[src/stream_demux_settings.svh]
// widths fixed at build time; both length fields sit in the low header bits and MAX_POS_W must cover the wider one
`ifndef STREAM_DEMUX_SETTINGS_SVH
`define STREAM_DEMUX_SETTINGS_SVH

//////////////////////////////////////////////////////////////////////
// stream geometry
//////////////////////////////////////////////////////////////////////

// one transfer on every stream
`define STREAM_W            128
// 2-bit base encoding
`define BASE_W              2
// STREAM_W / BASE_W
`define BASES_PER_TX        64
`define LOG_BASES_PER_TX    6

//////////////////////////////////////////////////////////////////////
// sequence lengths
//////////////////////////////////////////////////////////////////////

`define MAX_STREAM1_LEN     100
`define MAX_STREAM2_LEN     100
// ceil(log2) of the maximum lengths
`define STREAM1_POS_W       7
`define STREAM2_POS_W       7
`define MAX_POS_W           7

// register block
`define REG_BASE_ADDR       32'h0000_0000
`define REG_VERSION         32'h0000_0001

`endif

[src/stream_demux_pkg.sv]
// types only; all widths come from the settings header, which must be compiled in with this package
`include "stream_demux_settings.svh"

package stream_demux_pkg;

    //////////////////////////////////////////////////////////////////////
    // stream payload
    //////////////////////////////////////////////////////////////////////

    // one transfer, header or 64 bases
    typedef logic [`STREAM_W-1:0] stream_word_t;

    // length in bases, or transfers left in a sequence
    typedef logic [`MAX_POS_W-1:0] seq_length_t;

    //////////////////////////////////////////////////////////////////////
    // sequencer
    //////////////////////////////////////////////////////////////////////

    // header state, then data state, per stream
    typedef enum logic [1:0] {
        INFO_1 = 2'd0,
        DATA_1 = 2'd1,
        INFO_2 = 2'd2,
        DATA_2 = 2'd3
    } demux_state_e;

    //////////////////////////////////////////////////////////////////////
    // statistics and register port
    //////////////////////////////////////////////////////////////////////

    // free-running transfer counts, wrap at 2^32
    typedef struct packed {
        logic [31:0] in_count;
        logic [31:0] s1_count;
        logic [31:0] s2_count;
    } xfer_counts_t;

    // plain strobes, no handshake
    typedef struct packed {
        logic        rd;
        logic        wr;
        logic [31:0] addr;
    } reg_req_t;

    // offsets from REG_BASE_ADDR
    typedef enum logic [31:0] {
        REG_VERSION_ADDR = 32'h0000_0000,
        REG_IN_COUNT     = 32'h0000_0010,
        REG_S1_COUNT     = 32'h0000_0020,
        REG_S2_COUNT     = 32'h0000_0030
    } reg_addr_e;

endpackage

[src/demux_sequencer.sv]
// assumes strict stream 1 / stream 2 alternation and a header length no larger than its field allows
`include "stream_demux_settings.svh"

module demux_sequencer (
    input  logic                          clk,
    input  logic                          rst,
    input  logic                          in_valid,
    input  stream_demux_pkg::stream_word_t in_data,
    input  logic                          buf_free,
    output logic                          in_ready,
    output logic                          to_stream2
);
    import stream_demux_pkg::*;

    //////////////////////////////////////////////////////////////////////
    // signals
    //////////////////////////////////////////////////////////////////////

    demux_state_e          state;
    demux_state_e          next_state;

    // transfers still to take for the current sequence
    seq_length_t           tx_remaining;

    // header length field and derived transfer count
    seq_length_t           hdr_len;
    logic [`MAX_POS_W:0]   len_round;
    seq_length_t           tx_total;

    logic                  in_info;
    logic                  in_data_state;
    logic                  load_info;
    logic                  in_take;
    logic                  last_tx;

    //////////////////////////////////////////////////////////////////////
    // state decode
    //////////////////////////////////////////////////////////////////////

    assign in_info       = (state == INFO_1) || (state == INFO_2);
    assign in_data_state = (state == DATA_1) || (state == DATA_2);

    // second half of each pair goes to stream 2
    assign to_stream2 = (state == INFO_2) || (state == DATA_2);

    // only take words when the shared buffer can hold them
    assign in_ready = in_data_state && buf_free;
    assign in_take  = in_valid && in_ready;

    // header is peeked in INFO, not consumed
    assign load_info = in_info && in_valid;

    assign last_tx = (tx_remaining == seq_length_t'(1));

    //////////////////////////////////////////////////////////////////////
    // header length to transfer count
    //////////////////////////////////////////////////////////////////////

    // pick the field width of the stream being served
    always_comb begin
        if (to_stream2) begin
            hdr_len = seq_length_t'(in_data[`STREAM2_POS_W-1:0]);
        end else begin
            hdr_len = seq_length_t'(in_data[`STREAM1_POS_W-1:0]);
        end
    end

    // one extra bit so the round-up add cannot overflow
    assign len_round = {1'b0, hdr_len} + ((`MAX_POS_W) + 1)'(`BASES_PER_TX - 1);

    // header transfer plus ceil(len / 64) base transfers
    assign tx_total = seq_length_t'(1) + seq_length_t'(len_round >> `LOG_BASES_PER_TX);

    //////////////////////////////////////////////////////////////////////
    // FSM
    //////////////////////////////////////////////////////////////////////

    always_comb begin
        next_state = state;
        case (state)
            INFO_1: begin
                if (in_valid) begin
                    next_state = DATA_1;
                end
            end
            DATA_1: begin
                // last word of the stream 1 sequence
                if (in_take && last_tx) begin
                    next_state = INFO_2;
                end
            end
            INFO_2: begin
                if (in_valid) begin
                    next_state = DATA_2;
                end
            end
            DATA_2: begin
                if (in_take && last_tx) begin
                    next_state = INFO_1;
                end
            end
            default: begin
                next_state = INFO_1;
            end
        endcase
    end

    always_ff @(posedge clk) begin
        if (rst) begin
            state <= INFO_1;
        end else begin
            state <= next_state;
        end
    end

    // loaded in INFO, counts down once per accepted word
    always_ff @(posedge clk) begin
        if (rst) begin
            tx_remaining <= '0;
        end else if (load_info) begin
            tx_remaining <= tx_total;
        end else if (in_take) begin
            tx_remaining <= tx_remaining - seq_length_t'(1);
        end
    end

endmodule

[src/demux_output_buffer.sv]
// single shared word of storage, so at most one output valid is high and out_data is undefined until the first transfer
module demux_output_buffer (
    input  logic                           clk,
    input  logic                           rst,
    input  stream_demux_pkg::stream_word_t in_data,
    input  logic                           in_ready,
    input  logic                           in_valid,
    input  logic                           to_stream2,
    input  logic                           s1_ready,
    input  logic                           s2_ready,
    output logic                           s1_valid,
    output logic                           s2_valid,
    output stream_demux_pkg::stream_word_t out_data,
    output logic                           buf_free
);

    //////////////////////////////////////////////////////////////////////
    // handshakes
    //////////////////////////////////////////////////////////////////////

    logic in_take;
    logic s1_take;
    logic s2_take;
    logic out_take;

    assign in_take  = in_valid && in_ready;
    assign s1_take  = s1_valid && s1_ready;
    assign s2_take  = s2_valid && s2_ready;
    assign out_take = s1_take || s2_take;

    // empty, or the held word leaves this cycle
    // lets a sequence stream at one word per clock
    assign buf_free = !(s1_valid || s2_valid) || out_take;

    //////////////////////////////////////////////////////////////////////
    // storage
    //////////////////////////////////////////////////////////////////////

    // payload holds while the outputs stall
    always_ff @(posedge clk) begin
        if (in_take) begin
            out_data <= in_data;
        end
    end

    // load wins over drain when both happen in one cycle
    always_ff @(posedge clk) begin
        if (rst) begin
            s1_valid <= 1'b0;
            s2_valid <= 1'b0;
        end else if (in_take) begin
            s1_valid <= !to_stream2;
            s2_valid <= to_stream2;
        end else if (out_take) begin
            s1_valid <= 1'b0;
            s2_valid <= 1'b0;
        end
    end

endmodule

[src/demux_stat_regs.sv]
// read-only register block on clk; writes are ignored and counters wrap silently at 2^32
`include "stream_demux_settings.svh"

module demux_stat_regs (
    input  logic                       clk,
    input  logic                       rst,
    input  logic                       in_valid,
    input  logic                       in_ready,
    input  logic                       s1_valid,
    input  logic                       s1_ready,
    input  logic                       s2_valid,
    input  logic                       s2_ready,
    input  stream_demux_pkg::reg_req_t req,
    output logic [31:0]                rd_data
);
    import stream_demux_pkg::*;

    //////////////////////////////////////////////////////////////////////
    // transfer counters
    //////////////////////////////////////////////////////////////////////

    xfer_counts_t counts;

    logic in_take;
    logic s1_take;
    logic s2_take;

    assign in_take = in_valid && in_ready;
    assign s1_take = s1_valid && s1_ready;
    assign s2_take = s2_valid && s2_ready;

    // one counter per stream, independent enables
    always_ff @(posedge clk) begin
        if (rst) begin
            counts <= '0;
        end else begin
            if (in_take) begin
                counts.in_count <= counts.in_count + 32'd1;
            end
            if (s1_take) begin
                counts.s1_count <= counts.s1_count + 32'd1;
            end
            if (s2_take) begin
                counts.s2_count <= counts.s2_count + 32'd1;
            end
        end
    end

    //////////////////////////////////////////////////////////////////////
    // register read port
    //////////////////////////////////////////////////////////////////////

    // offset inside the block, unmapped values fall to default
    reg_addr_e rd_offset;

    assign rd_offset = reg_addr_e'(req.addr - `REG_BASE_ADDR);

    // data valid one cycle after the strobe
    // counter value is the one seen in the strobe cycle
    always_ff @(posedge clk) begin
        if (rst) begin
            rd_data <= '0;
        end else if (req.rd && !req.wr) begin
            case (rd_offset)
                REG_VERSION_ADDR: rd_data <= `REG_VERSION;
                REG_IN_COUNT:     rd_data <= counts.in_count;
                REG_S1_COUNT:     rd_data <= counts.s1_count;
                REG_S2_COUNT:     rd_data <= counts.s2_count;
                default:          rd_data <= '0;
            endcase
        end else begin
            // write, idle or read with write both high
            rd_data <= '0;
        end
    end

endmodule

[src/stream_demux.sv]
// one input stream split into two by alternating sequences; outputs share out_data and never overlap
module stream_demux (
    input  logic                           clk,
    input  logic                           rst,

    // input stream, header then bases per sequence
    input  logic                           in_valid,
    input  stream_demux_pkg::stream_word_t in_data,
    output logic                           in_ready,

    // output streams, one shared data bus
    output logic                           s1_valid,
    input  logic                           s1_ready,
    output logic                           s2_valid,
    input  logic                           s2_ready,
    output stream_demux_pkg::stream_word_t out_data,

    // register port
    input  stream_demux_pkg::reg_req_t     req,
    output logic [31:0]                    rd_data
);

    //////////////////////////////////////////////////////////////////////
    // internal links
    //////////////////////////////////////////////////////////////////////

    // buffer can accept a word this cycle
    logic buf_free;
    // current sequence belongs to stream 2
    logic to_stream2;

    // header parse and input flow control
    demux_sequencer sequencer_inst (
        .clk        (clk),
        .rst        (rst),
        .in_valid   (in_valid),
        .in_data    (in_data),
        .buf_free   (buf_free),
        .in_ready   (in_ready),
        .to_stream2 (to_stream2)
    );

    // shared one-word output stage
    demux_output_buffer output_buffer_inst (
        .clk        (clk),
        .rst        (rst),
        .in_data    (in_data),
        .in_ready   (in_ready),
        .in_valid   (in_valid),
        .to_stream2 (to_stream2),
        .s1_ready   (s1_ready),
        .s2_ready   (s2_ready),
        .s1_valid   (s1_valid),
        .s2_valid   (s2_valid),
        .out_data   (out_data),
        .buf_free   (buf_free)
    );

    // counts taken from the top-level handshakes
    demux_stat_regs stat_regs_inst (
        .clk      (clk),
        .rst      (rst),
        .in_valid (in_valid),
        .in_ready (in_ready),
        .s1_valid (s1_valid),
        .s1_ready (s1_ready),
        .s2_valid (s2_valid),
        .s2_ready (s2_ready),
        .req      (req),
        .rd_data  (rd_data)
    );

endmodule

[config.mk]
export PLATFORM = sky130hd
export DESIGN_NAME = stream_demux
export DESIGN_NICKNAME = d
export VERILOG_FILES = /design/src/stream_demux_pkg.sv /design/src/demux_sequencer.sv /design/src/demux_output_buffer.sv /design/src/demux_stat_regs.sv /design/src/stream_demux.sv
export VERILOG_INCLUDE_DIRS = /design/src /design/src/src
export SDC_FILE = /design/constraint.sdc
export NUM_CORES = 1
export LEC_CHECK = 0
export ABC_AREA = 1
export BUFFER_PORTS_ARGS = -buffer_cell sky130_fd_sc_hd__buf_4
export CORE_MARGIN = 4
export CORE_UTILIZATION = 45
export CTS_CLUSTER_DIAMETER = 80
export DETAILED_ROUTE_END_ITERATION = 16
export PLACE_DENSITY = 0.71
export SYNTH_ARGS = -nofsm -noshare
export SYNTH_HDL_FRONTEND = slang
export SYNTH_SLANG_ARGS = --single-unit
[constraint.sdc]
create_clock -name clk -period 3.1 [get_ports clk]
set_clock_uncertainty 0.15 [all_clocks]
set_input_delay 0.31 -clock clk [delete_from_list [all_inputs] [get_ports clk]]
set_output_delay 0.31 -clock clk [all_outputs]
set_load 0.005 [all_outputs]
==> metrics.md <==
| Metric | Value |
|---|---|
| Pins over their slew limit | `0` |
| Critical Path Sink Type | `output pin` |
| Syn_area_per_cell | `8.55 µm²` |
| Ranking of synthesized cells by area | `edfxtp_1 (34%), dfxtp_1 (24%), nand2_1 (9.2%)` |
| Synth warn | `0` |
| Via count | `10865` |
| Worst-path clk slew | `0.06 ns` |
| Routed wire length | `38.7 mm` |
| First-pass GRT wire length | `58.7 mm` |
| Number of setup buffers added after CTS | `0` |
| Leakage | `between 0.006 and 0.007 µW` |
| FILL cells | `1949` |
| Drt wl/cell | `17.9 µm` |
| Layout net count | `1987` |
| CTS buffer count | `29` |
| Vias per std cell | `5.01` |
| Cts repair resizes | `0` |
| Register area | `6630 µm²` |
| Critical-path cell list | `inv_1, ha_1, or2_2, nand2_1, inv_1, buf_4` |
| Synth Instances | `about 1300` |
| Gpl congestion | `0.906` |
| Post-Syn Area | `11500 µm²` |
| Delay-heaviest family, CP | `simple AND/OR/NAND/NOR gates` |
| Largest net degree at the start of global routing | `70` |
| Final ANT Viol Nets | `0` |
| Share of cells above drive strength 1 | `0.239` |
| Ys async rst share | `0` |
| Fin. Hold Viols | `0` |
| Total Power | `between 8000 and 9000 µW` |
| CTS tree | `built` |
| Total track usage | `0.263` |
| Worst EP required | `2.64 ns` |
| Tcrit/Tclk final | `0.714` |
| Post-detail-place hpwl | `26.8 mm` |
| CTS Buffer Depth | `3` |
| Share of the synthesized area in the top cell type | `0.335` |
| Clk sinks | `267` |
| Io pins | `330` |
| Status | `completed` |
| Min Tclk post-route | `2.21 ns` |
| Detailed Routing Iterations Pass 1 | `5` |
| P per Cell Area | `537 nW/µm²` |
| Initial Util | `0.457` |
| RSZ-0062 raised after global routing | `false` |
| Synth cell count leaders | `nand2_1 (280), nor2_1 (268), inv_1 (149), dfxtp_1 (139), edfxtp_1 (128)` |
| Port Buffers | `329` |
| Clk_lat worst skew | `0.56 ns` |
| Setup crit start kind | `register` |
| Ys flop type | `dfxtp_1` |
| Post-synthesis sequential area ratio | `0.578` |
| CP most frequent cell | `inv_1` |
| Hold_buf cts | `128` |
| Top-count cell post-synth | `nand2_1` |
| Max VDD drop | `between 0.3 and 0.4 mV` |
| Full die area | `28100 µm²` |
| Peak Freq | `roughly 0.45 GHz` |
| Measured slew at the worst slew-check pin | `approximately 0.85 ns` |
| DRC Markers | `0` |
| Worst path buffer plus inverter count | `3` |
| Total global routing overflow | `0` |
| Register bit total from synthesis | `267` |
| Initial antenna violation count | `5` |
| H-tree levels | `1` |
| Die Ht | `~170 µm` |
| Post-synth cell types | `37` |
| Worst path arrival time | `around 1.8 ns` |
| Core Region | `25100 µm²` |
| Final setup violation count | `0` |
| Clk root buf | `clkbuf_16` |
| CP max stage cell | `dfxtp_1` |
| Setup TNS | `0 ns` |
| Post-synth EDFFs | `around 130` |
| Die Wd | `168 µm` |
| Worst hold path type | `input port to register` |
| Syn nets | `1518` |
| Syn-to-layout area delta | `45.4%` |
| Slowest cell delay on critical path | `around 0.38 ns` |
| CP Max Fanout | `4` |
| Relative slew margins | `0.430` |
| Number of max-cap violations | `0` |
| Row count | `58` |
| Multi-input logic area | `4090 µm²` |
| Number of global-route vias before repair | `10462` |
| DR iter-0 viols | `926` |
| Area leader, netlist | `edfxtp_1` |
| Crit Path Category | `register to output pin` |
[sequential cells by signal, indices dropped and copies added (netlist names)]
register / count
output_buffer_inst.out_data: 128
output_buffer_inst.s1_valid: 1
output_buffer_inst.s2_valid: 1
sequencer_inst.state: 2
sequencer_inst.tx_remaining: 7
stat_regs_inst.counts: 96
stat_regs_inst.rd_data: 32
[area by class of cell]
type                       count  share of cell area
antenna                        4            0.000600
tap                          330              0.0248
clock inverter                21              0.0199
clock buffer                  33              0.0462
multi-input combinational    891               0.245
timing repair buffer         471               0.232
sequential                   267               0.397
inverter                     150              0.0341
[worst reg2reg max path, cell delays in order (launching register included)]
cell     delay, ns
dfxtp_1       0.38
ha_1          0.18
or2_2         0.16
nand3_4       0.10
inv_6         0.44
buf_4         0.42
[cell families after synthesis]
logic type | count (synthesis) | share of synthesized area
AO/OA/AOI/OAI | 108 | 0.0488
XOR/XNOR | 13 | 0.00993
adder cells (fa/ha/maj) | 10 | 0.0109
buffers and inverters | 183 | 0.0656
flip-flops | 267 | 0.578
AND/OR/NAND/NOR | 760 | 0.287
[through the flow]
step	area [µm²]	util	std cells	hold slack (ns)	setup slack, ns
6_report	16700	0.664	2167	0.0536	0.888
5_1_grt	16700	0.664	2165	0.0719	0.771
4_1_cts	16700	0.664	2163	0.0470	0.869
3_5_place_dp	14300	0.569	1981	0.314	0.964
3_3_place_gp	14300	0.569	1981	0.298	0.995
2_1_floorplan	11500	-	1341	0.259	0.656
[worst paths after layout]
check,from,endpoint,slack [ns],depth (start not counted)
worst min-delay path,rst,stat_regs_inst.counts[64],0.05,2
worst max register to register,sequencer_inst.state[0],output_buffer_inst.out_data[57],0.94,5
worst min register to register,stat_regs_inst.counts[6],stat_regs_inst.counts[6],0.32,2
worst max-delay path,sequencer_inst.state[1],in_ready,0.89,6
[report_power, final]
group / internal [µW] / switching (µW) / total (µW)
sequential: 3930 / 91.1 / 4020
combinational: 510 / 491 / 1000
clock: 2460 / 1480 / 3940
total: 6900 / 2060 / 8960
[per-layer routing]
layer / wire length, µm / share of wire / vias to the layer above / global-route usage
met4: 1710 / 0.044 / 2 / 0.0928
li1: - / - / 5282 / -
met1: 15600 / 0.40 / 5039 / 0.328
met5: 13 / 0.00034 / - / 0
met3: 2440 / 0.063 / 82 / 0.0453
met2: 19000 / 0.49 / 460 / 0.460
[cell usage in the layout, fill, tap and decap left out, types with 2 or more instances in the layout]
cell type and n:
o21ai_0 42, nor2_4 9, ha_1 10, clkbuf_8 3, diode_2 4, or2_2 4, a21oi_1 54, nand2_2 7
dlygate4sd3_1 128, o21a_1 4, xnor2_1 3, xor2_1 10, nand2_1 280, a31oi_1 3, edfxtp_1 128, o21ai_1 3
inv_1 148, clkinv_2 4, nand3_4 2, and3_1 2, and2_1 3, buf_4 342, nand3_1 113, dfxtp_1 139
clkinv_1 3, inv_6 3, nor2_1 268, nor2_2 19, nor3_1 29, clkbuf_16 29, nand4_1 15, bufinv_16 8
nand3_2 2, nor3b_1 3, clkinvlp_4 3
(Power assumes the default switching activity.)
